`config.mk`:
```
export PLATFORM = sky130hd
export DESIGN_NAME = div_top
export DESIGN_NICKNAME = d
export VERILOG_FILES = /design/src/div_pkg.sv /design/src/div_control.sv /design/src/div_datapath.sv /design/src/div_result.sv /design/src/div_top.sv
export VERILOG_INCLUDE_DIRS = /design/src
export SDC_FILE = /design/constraint.sdc
export NUM_CORES = 1
export LEC_CHECK = 0
export ABC_CLOCK_PERIOD_IN_PS = 7700
export BUFFER_PORTS_ARGS = -buffer_cell sky130_fd_sc_hd__buf_2
export CORE_MARGIN = 1.5
export CORE_UTILIZATION = 35
export CTS_CLUSTER_SIZE = 25
export DETAILED_ROUTE_END_ITERATION = 10
export GPL_ROUTABILITY_DRIVEN = 0
export HOLD_SLACK_MARGIN = 0.05
export PLACE_DENSITY = 0.58
export SLEW_MARGIN = 20
export SYNTH_ARGS = -nofsm -noshare
export SYNTH_HDL_FRONTEND = slang
export SYNTH_SLANG_ARGS = --single-unit
```
`constraint.sdc`:
```
create_clock -name clk -period 7.7 [get_ports clk]
set_input_delay 1.54 -clock clk [delete_from_list [all_inputs] [get_ports clk]]
set_output_delay 1.54 -clock clk [all_outputs]
set_load 0.05 [all_outputs]
```
`src/div_macros.svh`:
```
// divider width, step count and step counter width macros
`ifndef DIV_MACROS_SVH
`define DIV_MACROS_SVH

// operand and result width
`define DIV_WIDTH 32

// one non-restoring step per quotient bit
`define DIV_STEPS 32

// step counter, wide enough for the steps plus the remainder correction slot
`define DIV_CNT_W 6

`endif

```
`src/div_pkg.sv`:
```
// divider package with the divide operation encoding
`default_nettype none

package div_pkg;

   // bit 1 selects remainder, bit 0 selects unsigned
   typedef enum logic [1:0] {
      op_div  = 2'b00,
      op_divu = 2'b01,
      op_rem  = 2'b10,
      op_remu = 2'b11
   } div_op_e;

endpackage

`default_nettype wire

```
`src/div_control.sv`:
```
// divider control: run flag, step counter, handshake, cancel and correction sequencing
`timescale 1ns/1ps
`default_nettype none
`include "div_macros.svh"

module div_control import div_pkg::*; (
   input  logic    clk,
   input  logic    reset,
   input  logic    in_valid,
   output logic    in_ready,
   input  logic    cancel,
   // result still waiting to be read
   input  logic    out_busy,
   input  div_op_e op_q,
   input  logic    acc_neg,
   output logic    load,
   output logic    step,
   output logic    correct,
   output logic    done
);

   localparam logic [`DIV_CNT_W-1:0] last_step = `DIV_CNT_W'(`DIV_STEPS);
   localparam logic [`DIV_CNT_W-1:0] fix_step  = `DIV_CNT_W'(`DIV_STEPS + 1);

   logic                  run;
   logic [`DIV_CNT_W-1:0] cnt;
   logic                  is_rem;
   logic                  at_last;
   logic                  at_fix;

   assign is_rem  = (op_q == op_rem) || (op_q == op_remu);
   assign at_last = (cnt == last_step);
   assign at_fix  = (cnt == fix_step);

   // only one operation in flight, and only once the last result is gone
   assign in_ready = ~run & ~out_busy;

   // cancel in the accept cycle drops the operation
   assign load = in_valid & in_ready & ~cancel;

   // counts 0 .. steps-1 while stepping
   assign step = run & (cnt < last_step);

   // slot after the steps, only used by remainders with a negative accumulator
   assign correct = run & at_last & is_rem & acc_neg;

   // divides finish right after the steps, remainders one slot later
   assign done = run & ~cancel & ((at_last & ~is_rem) | at_fix);

   always_ff @(posedge clk) begin
      if (reset) begin
         run <= 1'b0;
         cnt <= '0;
      end else if (cancel | done) begin
         run <= 1'b0;
         cnt <= '0;
      end else if (load) begin
         run <= 1'b1;
         cnt <= '0;
      end else if (run) begin
         cnt <= cnt + `DIV_CNT_W'(1);
      end
   end

   // counter never runs past the correction slot
   a_cnt_range: assert property (@(posedge clk) disable iff (reset)
      cnt <= fix_step);

   // no new accept while the steps are still running
   a_ready_low_run: assert property (@(posedge clk) disable iff (reset || cancel)
      load |=> !in_ready [*`DIV_STEPS]);

endmodule

`default_nettype wire

```
`src/div_datapath.sv`:
```
// divider datapath: operand, accumulator and quotient registers with the add/subtract step
`timescale 1ns/1ps
`default_nettype none
`include "div_macros.svh"

module div_datapath import div_pkg::*; (
   input  logic                  clk,
   input  logic                  reset,
   input  logic                  load,
   input  logic                  step,
   input  logic                  correct,
   input  logic [`DIV_WIDTH-1:0] dividend,
   input  logic [`DIV_WIDTH-1:0] divisor,
   input  div_op_e               op,
   output div_op_e               op_q,
   output logic                  acc_neg,
   output logic [`DIV_WIDTH-1:0] quotient,
   output logic [`DIV_WIDTH-1:0] remainder,
   output logic                  dividend_neg,
   output logic                  divisor_neg
);

   // divisor, sign extended to accumulator width
   logic [`DIV_WIDTH:0]   m_q;
   // partial remainder
   logic [`DIV_WIDTH:0]   a_q;
   // dividend shifting out, quotient bits shifting in
   logic [`DIV_WIDTH-1:0] q_q;

   logic                  signed_op;
   logic                  sign_eff;
   logic [`DIV_WIDTH-1:0] dividend_abs;
   logic                  add;
   logic [`DIV_WIDTH:0]   a_base;
   logic [`DIV_WIDTH:0]   m_eff;
   logic [`DIV_WIDTH:0]   a_next;

   assign signed_op = (op == op_div) || (op == op_rem);

   // a zero divisor is handled as unsigned so the raw dividend comes back
   assign sign_eff = signed_op && (divisor != '0);

   assign dividend_abs = (sign_eff & dividend[`DIV_WIDTH-1]) ? -dividend : dividend;

   // negative divisor already carries the sign, so add and subtract swap
   assign add = (a_q[`DIV_WIDTH] | correct) ^ divisor_neg;

   // correction adds the divisor back without a shift
   assign a_base = correct ? a_q : {a_q[`DIV_WIDTH-1:0], q_q[`DIV_WIDTH-1]};

   // subtract as add of the inverse plus one
   assign m_eff  = add ? m_q : ~m_q;
   assign a_next = a_base + m_eff + {{`DIV_WIDTH{1'b0}}, ~add};

   // operation and sign flags
   always_ff @(posedge clk) begin
      if (reset) begin
         op_q         <= op_div;
         dividend_neg <= 1'b0;
         divisor_neg  <= 1'b0;
      end else if (load) begin
         op_q         <= op;
         dividend_neg <= sign_eff & dividend[`DIV_WIDTH-1];
         divisor_neg  <= sign_eff & divisor[`DIV_WIDTH-1];
      end
   end

   // operand capture and one step per cycle
   always_ff @(posedge clk) begin
      if (load) begin
         m_q <= {sign_eff & divisor[`DIV_WIDTH-1], divisor};
         a_q <= '0;
         q_q <= dividend_abs;
      end else if (step) begin
         a_q <= a_next;
         // new quotient bit is the inverted sign of the new remainder
         q_q <= {q_q[`DIV_WIDTH-2:0], ~a_next[`DIV_WIDTH]};
      end else if (correct) begin
         a_q <= a_next;
      end
   end

   assign acc_neg   = a_q[`DIV_WIDTH];
   assign quotient  = q_q;
   assign remainder = a_q[`DIV_WIDTH-1:0];

endmodule

`default_nettype wire

```
`src/div_result.sv`:
```
// divider result: sign fix-up, quotient or remainder select and output holding register
`timescale 1ns/1ps
`default_nettype none
`include "div_macros.svh"

module div_result import div_pkg::*; (
   input  logic                  clk,
   input  logic                  reset,
   input  logic                  done,
   input  div_op_e               op_q,
   input  logic [`DIV_WIDTH-1:0] quotient,
   input  logic [`DIV_WIDTH-1:0] remainder,
   input  logic                  dividend_neg,
   input  logic                  divisor_neg,
   output logic                  out_valid,
   input  logic                  out_ready,
   output logic                  out_busy,
   output logic [`DIV_WIDTH-1:0] out_data
);

   logic                  signed_op;
   logic                  is_rem;
   logic [`DIV_WIDTH-1:0] q_fix;
   logic [`DIV_WIDTH-1:0] r_fix;
   logic [`DIV_WIDTH-1:0] result;

   assign signed_op = (op_q == op_div) || (op_q == op_rem);
   assign is_rem    = (op_q == op_rem) || (op_q == op_remu);

   // quotient negative when operand signs differ
   assign q_fix = (signed_op & (dividend_neg ^ divisor_neg)) ? -quotient : quotient;

   // remainder takes the sign of the dividend
   assign r_fix = (signed_op & dividend_neg) ? -remainder : remainder;

   assign result = is_rem ? r_fix : q_fix;

   always_ff @(posedge clk) begin
      if (reset) begin
         out_valid <= 1'b0;
      end else if (done) begin
         out_valid <= 1'b1;
      end else if (out_ready) begin
         out_valid <= 1'b0;
      end
   end

   always_ff @(posedge clk) begin
      if (done) begin
         out_data <= result;
      end
   end

   // keeps new operations out until the result is taken
   assign out_busy = out_valid;

   // held result does not move under back-pressure
   a_hold_stable: assert property (@(posedge clk) disable iff (reset)
      out_valid && !out_ready |=> out_valid && $stable(out_data));

   // control never finishes on top of an unread result
   a_no_overwrite: assert property (@(posedge clk) disable iff (reset)
      done |-> !out_valid);

endmodule

`default_nettype wire

```
`src/div_top.sv`:
```
// divider top level connecting control, datapath and result stages
`timescale 1ns/1ps
`default_nettype none
`include "div_macros.svh"

module div_top import div_pkg::*; (
   input  logic                  clk,
   input  logic                  reset,
   input  logic                  in_valid,
   output logic                  in_ready,
   input  logic                  cancel,
   input  logic [`DIV_WIDTH-1:0] dividend,
   input  logic [`DIV_WIDTH-1:0] divisor,
   input  div_op_e               op,
   output logic                  out_valid,
   input  logic                  out_ready,
   output logic [`DIV_WIDTH-1:0] out_data
);

   logic                  load;
   logic                  step;
   logic                  correct;
   logic                  done;
   logic                  out_busy;
   div_op_e               op_q;
   logic                  acc_neg;
   logic [`DIV_WIDTH-1:0] quotient;
   logic [`DIV_WIDTH-1:0] remainder;
   logic                  dividend_neg;
   logic                  divisor_neg;

   div_control u_div_control (
      .clk      (clk),
      .reset    (reset),
      .in_valid (in_valid),
      .in_ready (in_ready),
      .cancel   (cancel),
      .out_busy (out_busy),
      .op_q     (op_q),
      .acc_neg  (acc_neg),
      .load     (load),
      .step     (step),
      .correct  (correct),
      .done     (done)
   );

   div_datapath u_div_datapath (
      .clk          (clk),
      .reset        (reset),
      .load         (load),
      .step         (step),
      .correct      (correct),
      .dividend     (dividend),
      .divisor      (divisor),
      .op           (op),
      .op_q         (op_q),
      .acc_neg      (acc_neg),
      .quotient     (quotient),
      .remainder    (remainder),
      .dividend_neg (dividend_neg),
      .divisor_neg  (divisor_neg)
   );

   div_result u_div_result (
      .clk          (clk),
      .reset        (reset),
      .done         (done),
      .op_q         (op_q),
      .quotient     (quotient),
      .remainder    (remainder),
      .dividend_neg (dividend_neg),
      .divisor_neg  (divisor_neg),
      .out_valid    (out_valid),
      .out_ready    (out_ready),
      .out_busy     (out_busy),
      .out_data     (out_data)
   );

endmodule

`default_nettype wire

```
==> flow_summary.json, run 1 <==
{
  "layout_cell_share_with_drive_strength_beyond_1": 0.147,
  "yosys_register_bits": 142,
  "maximum_level_of_the_cts_h_tree": 4,
  "timing.final.crit_share": 0.587,
  "layout_min_cycle_time_ns": 4.52,
  "finalSetupViolCount": 0,
  "setup_repair_after_global_routing_missed_its_margin": "false",
  "synth_top_area_cell": "edfxtp_1",
  "clock-sinks": 142,
  "num-fill-cells": 2725,
  "post-synth-top-area-fraction": 0.302,
  "setup.worst_path.start_class": "flop",
  "post_cts_sizing_count": 0,
  "die_area_um2": 28600,
  "power_density_nw_per_um2": 237,
  "ios": 105,
  "yosys_warnings": 0,
  "grt_first_pass_wirelength_mm": 39.9,
  "setup-tns-final_ns": 0,
  "via_count": 8078,
  "layout.cells.most_common": "nand2_1",
  "holdBufCountCts": 0,
  "worst_setup_slack_after_placement_ns": 3.23,
  "final_cell_mix": "nand2_1, buf_2, a21oi_1",
  "cellLeakagePower_nw": 4.22,
  "post-dp-hpwl_mm": 18.6,
  "fin_skew_ns": 0.0132,
  "insertion_delay_ns": 0.45,
  "timing.max_slew.rel_slack": 0.289,
  "worstPathRequired_ns": 7.87,
  "number_of_nets_produced_by_synthesis": 1219,
  "standard_cell_row_count": 60,
  "yosys.cell_types.count": 66,
  "cts_root_buffer": "clkbuf_16",
  "finish.net_count": 1299,
  "first_iter_violations": 475,
  "finalHoldViolCount": 0,
  "crit_fanout": 36,
  "cap_viol_max_count": 0,
  "cts_max_path_buffers": 2,
  "worst_setup_hold_path_clk_slew_ns": 0.07,
  "path_delay_family": "compound AO/OA/AOI/OAI gates",
  "die_width_um": 169,
  "post-cts-setup-buffer-count": 0,
  "num_antenna_cells": 0,
  "yosys_most_used_dff": "edfxtp_1",
  "postSynth.asyncResetShare": 0,
  "antenna_left": 0,
  "yosysSeqAreaShare": 0.395,
  "crit_path_max_incr_delay_ns": 0.47,
  "post_synth_edffs": 97,
  "hp-class": "flop to flop",
  "global_route.overflow_total": 0,
  "syn_area_um2": 9640,
  "final_worst_slack_ns": 3.18,
  "final-max-slew-violation-count": 0,
  "flow.area_growth_from_synthesis_pct": 15.1,
  "timing_worst_setup_path_type": "flop to flop",
  "detail_route.wl_per_cell_um": 16.2,
  "vias_per_cell": 5.23,
  "start_util": 0.357,
  "cts_tree": "done",
  "postSynthAreaPerCell_um2": 8.69,
  "end_kind": "flop",
  "outcome": "completed",
  "die-height_um": 169,
  "floorplan.core_area_um2": 27000,
  "cpMaxStageDelayCell": "fa_1",
  "firstDrtPassIters": 5,
  "port-buffer-count": 104,
  "worstPathCellList": "inv_1, ha_1, and3_1, nand3_1, buf_4, o21ai_0, fa_1, a21o_1, a311oi_1, a2bb2oi_1, a21oi_1, o31ai_2, o2111ai_1, a21oi_1, xor2_1, o21ai_0",
  "grt_antenna_before_repair": 0,
  "route.detailed.drc": 0,
  "timing.critical_path.arrival_ns": 4.69,
  "vdd_ir_drop_max_mv": 0.142,
  "cts_buffers": 17,
  "pin_count_of_the_biggest_net_entering_global_routing": 82,
  "worst_slew_pin_slew_ns": 1.06,
  "first_global_vias": 7650,
  "yosys-top-cells-area": "edfxtp_1, dfxtp_1, nand2_1",
  "timing.fmax_ghz": 0.221,
  "routed_wl_mm": 25.0,
  "grt_use_total": 0.179,
  "syn_inst": 1110,
  "crit_buf_inv": 2
}
## flip-flops by register name, indices dropped and copies added (netlist names), 2 cells and up
register	flops
u_div_datapath.a_q	33
u_div_datapath.m_q	33
u_div_datapath.quotient	32
u_div_result.out_data	32
u_div_control.cnt	6
u_div_datapath.op_q	2
## Yosys cell counts (9+ instances only)
cell type	count
nor4_1	16
o31ai_1	18
edfxtp_1	97
ha_1	37
o21bai_1	9
o41ai_1	9
nand4_1	11
a211oi_1	9
inv_1	30
nor3_1	17
nand3_1	16
xor2_1	71
nor2_1	77
or3_1	11
clkbuf_1	45
xnor2_1	82
a21o_1	13
dfxtp_1	45
nand2b_1	9
nand2_1	196
a21oi_1	99
o21ai_0	96
## routing by layer
| metal | track usage | share of wire | vias to the layer above |
|---|---|---|---|
| li1 | - | - | 4110 |
| met1 | 0.228 | 0.45 | 3785 |
| met2 | 0.303 | 0.49 | 147 |
| met3 | 0.0330 | 0.036 | 36 |
| met4 | 0.0639 | 0.023 | 0 |
| met5 | 0 | 0 | - |
## cells by family after synthesis
logic type,Yosys count,share of synthesized area
buffers and inverters,85,0.0333
XOR/XNOR,153,0.139
adder cells (fa/ha/maj),38,0.0501
AO/OA/AOI/OAI,287,0.182
AND/OR/NAND/NOR,400,0.195
flip-flops,142,0.395
multiplexers,5,0.00519
## worst paths after layout
| kind | start | endpoint | slack [ns] | depth (start not counted) |
|---|---|---|---|---|
| worst max-delay path | u_div_control.cnt[0] | u_div_datapath.quotient[0] | 3.18 | 16 |
| worst min-delay path | u_div_datapath.a_q[19] | u_div_datapath.a_q[19] | 0.45 | 2 |
| worst max register to register | u_div_control.cnt[0] | u_div_datapath.quotient[0] | 3.18 | 16 |
| worst min register to register | u_div_datapath.a_q[19] | u_div_datapath.a_q[19] | 0.45 | 2 |
## stage by stage
| stage | util | total power [mW] | instances | hold WS, ns | instance area [µm²] |
|---|---|---|---|---|---|
| after floorplan | - | 1.59 | 1110 | 0.432 | 9640 |
| after global placement | 0.388 | 1.80 | 1512 | 0.442 | 10500 |
| after detailed placement | 0.388 | 1.80 | 1512 | 0.447 | 10500 |
| after CTS | 0.411 | 2.64 | 1544 | 0.456 | 11100 |
| after global routing | 0.411 | 2.78 | 1544 | 0.484 | 11100 |
| final | 0.411 | 2.63 | 1544 | 0.453 | 11100 |
## final cells by class
class	count	area [µm²]	area share
multi-input combinational	883	5540	0.499
sequential	142	3810	0.344
timing repair buffer	115	603	0.0543
clock buffer	21	504	0.0454
tap	341	427	0.0384
inverter	31	116	0.0105
clock inverter	11	93.8	0.00845
## where the power goes
part           internal [mW]  switching (mW)
Combinational          0.333           0.488
Clock                  0.477           0.360
Sequential             0.885          0.0845
Total                   1.69           0.933
## worst min-delay path, cell delays in order (launching register included)
cell	delay, ns
dfxtp_1	0.31
nand2_1	0.05
a21oi_1	0.05
No activity file was read; power rests on OpenSTA's default activity.
==> run 2: changes to the inputs <==
ABC_CLOCK_PERIOD_IN_PS = 3800   (was 7700)
PLACE_DENSITY = 0.6   (was 0.58)
clock period = 3.8 ns   (was 7.7 ns; I/O delays follow)
==> run 2 against run 1 <==
Design area increased by 5.5%. Sequential power increased by 100%. Sequential cell count unchanged. Total power increased by 120%. Global-route usage increased by 1.0 points. Worst hold slack improved by 0.00085 ns. Core utilization increased by 2.3 points. Highest routed layer unchanged.
==> flow_summary.json, run 2 (synthesized netlist as in run 1, its figures left out) <==
{
  "total_placed_cells_including_tap_cells": 1552,
  "firstDrtPassIters": 5,
  "vias_per_cell": 5.34,
  "layout_cell_share_with_drive_strength_beyond_1": 0.193,
  "die_area_um2": 28600,
  "post-dp-hpwl_mm": 20.1,
  "route.detailed.drc": 0,
  "detail_route.wl_per_cell_um": 17.0,
  "reg_top3": "u_div_datapath.a_q (33), u_div_datapath.m_q (33)",
  "grt_antenna_before_repair": 0,
  "detailed_route_wirelength_on_metal3_mm": 1.01,
  "ios": 105,
  "fin_worst_hold_slack_ns": 0.454,
  "placedInstanceArea_um2": 10800,
  "layout.cells.most_common": "nand2_1",
  "vdd_ir_drop_max_mv": 0.266,
  "first_iter_violations": 599,
  "detail_route_met2_wl_mm": 13.4,
  "finish.net_count": 1347,
  "crit_fanout": 11,
  "maximum_level_of_the_cts_h_tree": 4,
  "finalHoldViolCount": 0,
  "stdcell_area_um2": 11700,
  "worstPathRequired_ns": 3.94,
  "layout_cells_excl_fill": 1592,
  "cts_max_path_buffers": 2,
  "standard_cell_row_count": 60,
  "outcome": "completed",
  "holdBufCountCts": 0,
  "global_route.overflow_total": 0,
  "flow.area_growth_from_synthesis_pct": 21.4,
  "power_density_nw_per_um2": 494,
  "first_global_vias": 8109,
  "cts_root_buffer": "clkbuf_16",
  "timing_worst_setup_path_type": "flop to flop",
  "antenna_left": 0,
  "hp-class": "flop to flop",
  "pin_count_of_the_biggest_net_entering_global_routing": 63,
  "worst_setup_hold_path_clk_slew_ns": 0.06,
  "cap_viol_max_count": 0,
  "layout_min_cycle_time_ns": 3.66,
  "grt_use_total": 0.189,
  "final-max-slew-violation-count": 0,
  "die-height_um": 169,
  "start_util": 0.357,
  "setup.worst_path.start_class": "flop",
  "end_kind": "flop",
  "final-seq-area_um2": 3820,
  "timing.critical_path.arrival_ns": 3.80,
  "floorplan.core_area_um2": 27000,
  "timing.fmax_ghz": 0.273,
  "num_antenna_cells": 0,
  "fin_skew_ns": 0.00671,
  "clock-sinks": 142,
  "metal_1_wl_mm": 11.7,
  "via_count": 8500,
  "insertion_delay_ns": 0.43,
  "cts_tree": "done",
  "cts_buffers": 17,
  "timing.final.crit_share": 0.963,
  "finalSetupViolCount": 0,
  "final_cell_mix": "nand2_1, buf_2, a21oi_1, edfxtp_1, o21ai_0",
  "multi_input_comb_area_um2": 5660,
  "cellLeakagePower_nw": 4.51,
  "port-buffer-count": 104,
  "worst_slew_pin_slew_ns": 1.18,
  "num-fill-cells": 2694,
  "timing.max_slew.rel_slack": 0.214,
  "grt_first_pass_wirelength_mm": 42.3,
  "topRoutingLayerUsed": "met4",
  "die_width_um": 169,
  "routed_wl_mm": 27.0
}
run 2: report_power, final:
| group | switching (mW) | total, mW | internal, mW |
|---|---|---|---|
| logic | 1.10 | 1.93 | 0.831 |
| clock network | 0.696 | 1.88 | 1.19 |
| registers | 0.174 | 1.97 | 1.79 |
run 2: per-stage QoR:
| stage | util | setup TNS (ns) | setup slack, ns | power (mW) |
|---|---|---|---|---|
| floorplan | - | 0 | 0.000880 | 3.22 |
| global placement | 0.401 | 0 | 0.0303 | 3.80 |
| detailed placement | 0.401 | -0.129 | -0.129 | 3.82 |
| CTS | 0.426 | 0 | 0.000635 | 5.73 |
| global route | 0.433 | -0.0542 | -0.0542 | 6.09 |
| finish | 0.433 | 0 | 0.141 | 5.78 |
run 2: critical path: stages (launching register included):
cell and delay [ns]:
dfxtp_1 0.34, nor4b_4 0.32, buf_4 0.18, and3_4 0.23
buf_12 0.14, nand2_1 0.05, o21ai_1 0.09, ha_1 0.26
a21o_1 0.20, a311oi_4 0.34, a2bb2oi_2 0.22, a21oi_2 0.12
o31ai_4 0.30, o2111ai_2 0.14, a21oi_2 0.16, xor2_1 0.20
o21ai_0 0.09
run 2: repair_timing:
| action | 4_1_cts | 5_1_grt |
|---|---|---|
| endpoints found under the setup margin | 2 | 14 |
| cloned | 0 | 1 |
| buffers inserted | 1 | 6 |
| resized for setup | 4 | 32 |
| pin swaps | 2 | 19 |
run 2: final timing paths:
kind | startpoint | endpoint | slack (ns) | depth (start not counted)
worst max-delay path | u_div_control.cnt[3] | u_div_datapath.quotient[0] | 0.14 | 16
worst min-delay path | u_div_datapath.a_q[19] | u_div_datapath.a_q[19] | 0.45 | 2
worst max register to register | u_div_control.cnt[3] | u_div_datapath.quotient[0] | 0.14 | 16
worst min register to register | u_div_datapath.a_q[19] | u_div_datapath.a_q[19] | 0.45 | 2
run 2: per-layer routing:
metal | global-route usage | vias up
met5 | 0 | -
met4 | 0.0750 | 0
met3 | 0.0334 | 47
met2 | 0.323 | 185
met1 | 0.237 | 4054
li1 | - | 4214
run 2: cell type report:
cell class	instances	area share
repair buffers	163	0.0883
well taps	341	0.0364
flip-flops and latches	142	0.326
clock buffers	19	0.0378
clock inverters	13	0.0181
multi-input cells	883	0.484
inverters	31	0.00994
==> run 3: changes to the inputs <==
CORE_ASPECT_RATIO = 0.6   (was default)
==> run 3 against run 2 <==
The flow now finishes with violations (setup timing). Register-to-register slack got worse by 0.16 ns. First-iteration DRC count increased by 11%. Total power increased by 2.0%. Cell count increased by 4.7%. Worst hold slack improved by 0.0066 ns. Clock-buffer cell count increased by 6. Worst setup slack got worse by 0.16 ns. Critical path depth increased by 1. Combinational power increased by 16%. Core utilization increased by 2.9 points. Highest routed layer unchanged.
==> flow_summary.json, run 3 (synthesized netlist as in run 1, its figures left out) <==
{
  "outcome": "complete, but fails checks",
  "violations": "setup timing",
  "grt_first_pass_wirelength_mm": 44.8,
  "worst_slew_pin_slew_ns": 0.944,
  "cap_viol_max_count": 0,
  "final_worst_slack_ns": -0.0175,
  "cts_tree": "done",
  "start_util": 0.360,
  "finalSetupViolCount": 1,
  "die_area_um2": 28600,
  "cts_max_path_buffers": 2,
  "total_placed_cells_including_tap_cells": 1609,
  "post-dp-hpwl_mm": 21.5,
  "first_global_vias": 8148,
  "fin_worst_hold_slack_ns": 0.460,
  "setup_repair_after_global_routing_missed_its_margin": "true",
  "timing.fmax_ghz": 0.262,
  "fin_skew_ns": 0.00949,
  "via_count": 8808,
  "pin_count_of_the_biggest_net_entering_global_routing": 69,
  "timing.final.crit_share": 1.00,
  "finalHoldViolCount": 0,
  "timing.critical_path.arrival_ns": 4.10,
  "layout_cells_excl_fill": 1667,
  "timing_worst_setup_path_type": "flop to flop",
  "ios": 105,
  "final-max-slew-violation-count": 0,
  "grt_antenna_before_repair": 0,
  "cts_buffers": 17,
  "firstDrtPassIters": 5,
  "cellLeakagePower_nw": 4.83,
  "cpMaxStageDelayCell": "or3_1",
  "clock-sinks": 142,
  "worst_setup_hold_path_clk_slew_ns": 0.06,
  "die-height_um": 132,
  "timing.max_slew.rel_slack": 0.370,
  "power_density_nw_per_um2": 478,
  "antenna_left": 0,
  "setup.worst_path.start_class": "flop",
  "port-buffer-count": 104,
  "floorplan.core_area_um2": 26800,
  "design_power_total_mw": 5.90,
  "worstPathCellList": "nor4b_4, buf_4, nand3_4, buf_8, nand2_1, nand2_1, ha_2, nand4_1, or3_1, a2bb2oi_2, a21oi_4, o31ai_4, buf_4, o21ai_0, a21oi_1, o21ai_0, a21oi_1",
  "insertion_delay_ns": 0.44,
  "crit_path_max_incr_delay_ns": 0.43,
  "layout.cells.most_common": "nand2_1",
  "detail_route.wl_per_cell_um": 17.3,
  "routed_wl_mm": 28.9,
  "flow.area_growth_from_synthesis_pct": 28.2,
  "num-fill-cells": 2594,
  "global_route.overflow_total": 0,
  "maximum_level_of_the_cts_h_tree": 4,
  "vias_per_cell": 5.28,
  "standard_cell_row_count": 46,
  "die_width_um": 217,
  "reg_top3": "u_div_datapath.a_q (33), u_div_datapath.m_q (33)",
  "worst_setup_slack_after_placement_ns": -0.230,
  "final_cell_mix": "nand2_1, buf_2, buf_4",
  "num_antenna_cells": 0,
  "vdd_ir_drop_max_mv": 0.267,
  "holdBufCountCts": 0,
  "hp-class": "flop to flop",
  "cts_root_buffer": "clkbuf_16",
  "first_iter_violations": 664,
  "end_kind": "flop",
  "worstPathRequired_ns": 4.08,
  "route.detailed.drc": 0,
  "layout_min_cycle_time_ns": 3.82,
  "finish.net_count": 1403,
  "crit_fanout": 7,
  "grt_use_total": 0.200,
  "layout_cell_share_with_drive_strength_beyond_1": 0.250
}
[run 3: changes by cell type in the layout (fill, tap and decap cells not counted), sizes merged]
cell	change
buf	+54
bufinv	-5
clkbuf	+8
clkinv	-1
clkinvlp	-1
inv	+1
[run 3: cell type report]
type | instances | area, µm² | share of cell area
flip-flops and latches | 142 | 3820 | 0.309
repair buffers | 219 | 1530 | 0.123
inverters | 31 | 116 | 0.00941
well taps | 360 | 450 | 0.0364
clock inverters | 7 | 40.0 | 0.00324
clock buffers | 25 | 571 | 0.0462
multi-input cells | 883 | 5840 | 0.472
[run 3: critical path: cells and delay by family (launching register included)]
kind	cells	cell delay (ns)
AND/OR/NAND/NOR	6	1.26
flip-flops	1	0.33
buffers and inverters	3	0.54
adder cells (fa/ha/maj)	1	0.40
AO/OA/AOI/OAI	7	1.13
[run 3: what timing repair did]
| action | 4_1_cts | 5_1_grt |
|---|---|---|
| buffers inserted | 2 | 22 |
| pin swaps | 6 | 36 |
| gates resized for setup | 7 | 73 |
| gates cloned | 0 | 2 |
| setup endpoints to repair | 7 | 12 |
[run 3: metrics by stage]
stage           util  setup TNS [ns]  area, µm²
2_1_floorplan      -               0       9650
3_3_place_gp   0.417         -0.0732      11200
3_5_place_dp   0.417          -0.451      11200
4_1_cts        0.441        -0.00240      11800
5_1_grt        0.462          -0.393      12400
6_report       0.462         -0.0175      12400
[run 3: report_power, final]
part,leakage [nW],switching (mW),internal (mW)
registers,1.27,0.167,1.79
clock network,0.308,0.675,1.04
logic,3.25,1.20,1.03
[run 3: final timing paths]
kind                               start                      to  slack (ns)  cells after the start
setup / recovery    u_div_control.cnt[4]  u_div_datapath.a_q[30]       -0.02                     17
hold / removal    u_div_datapath.a_q[19]  u_div_datapath.a_q[19]        0.46                      2
setup reg to reg    u_div_control.cnt[4]  u_div_datapath.a_q[30]       -0.02                     17
hold reg to reg   u_div_datapath.a_q[19]  u_div_datapath.a_q[19]        0.46                      2
[run 3: layer usage]
layer,global-route usage,vias up,routed length (µm)
met4,0.0444,0,221
met2,0.278,264,12000
li1,-,4338,-
met3,0.0417,17,1840
met1,0.310,4189,14800
met5,0,-,0
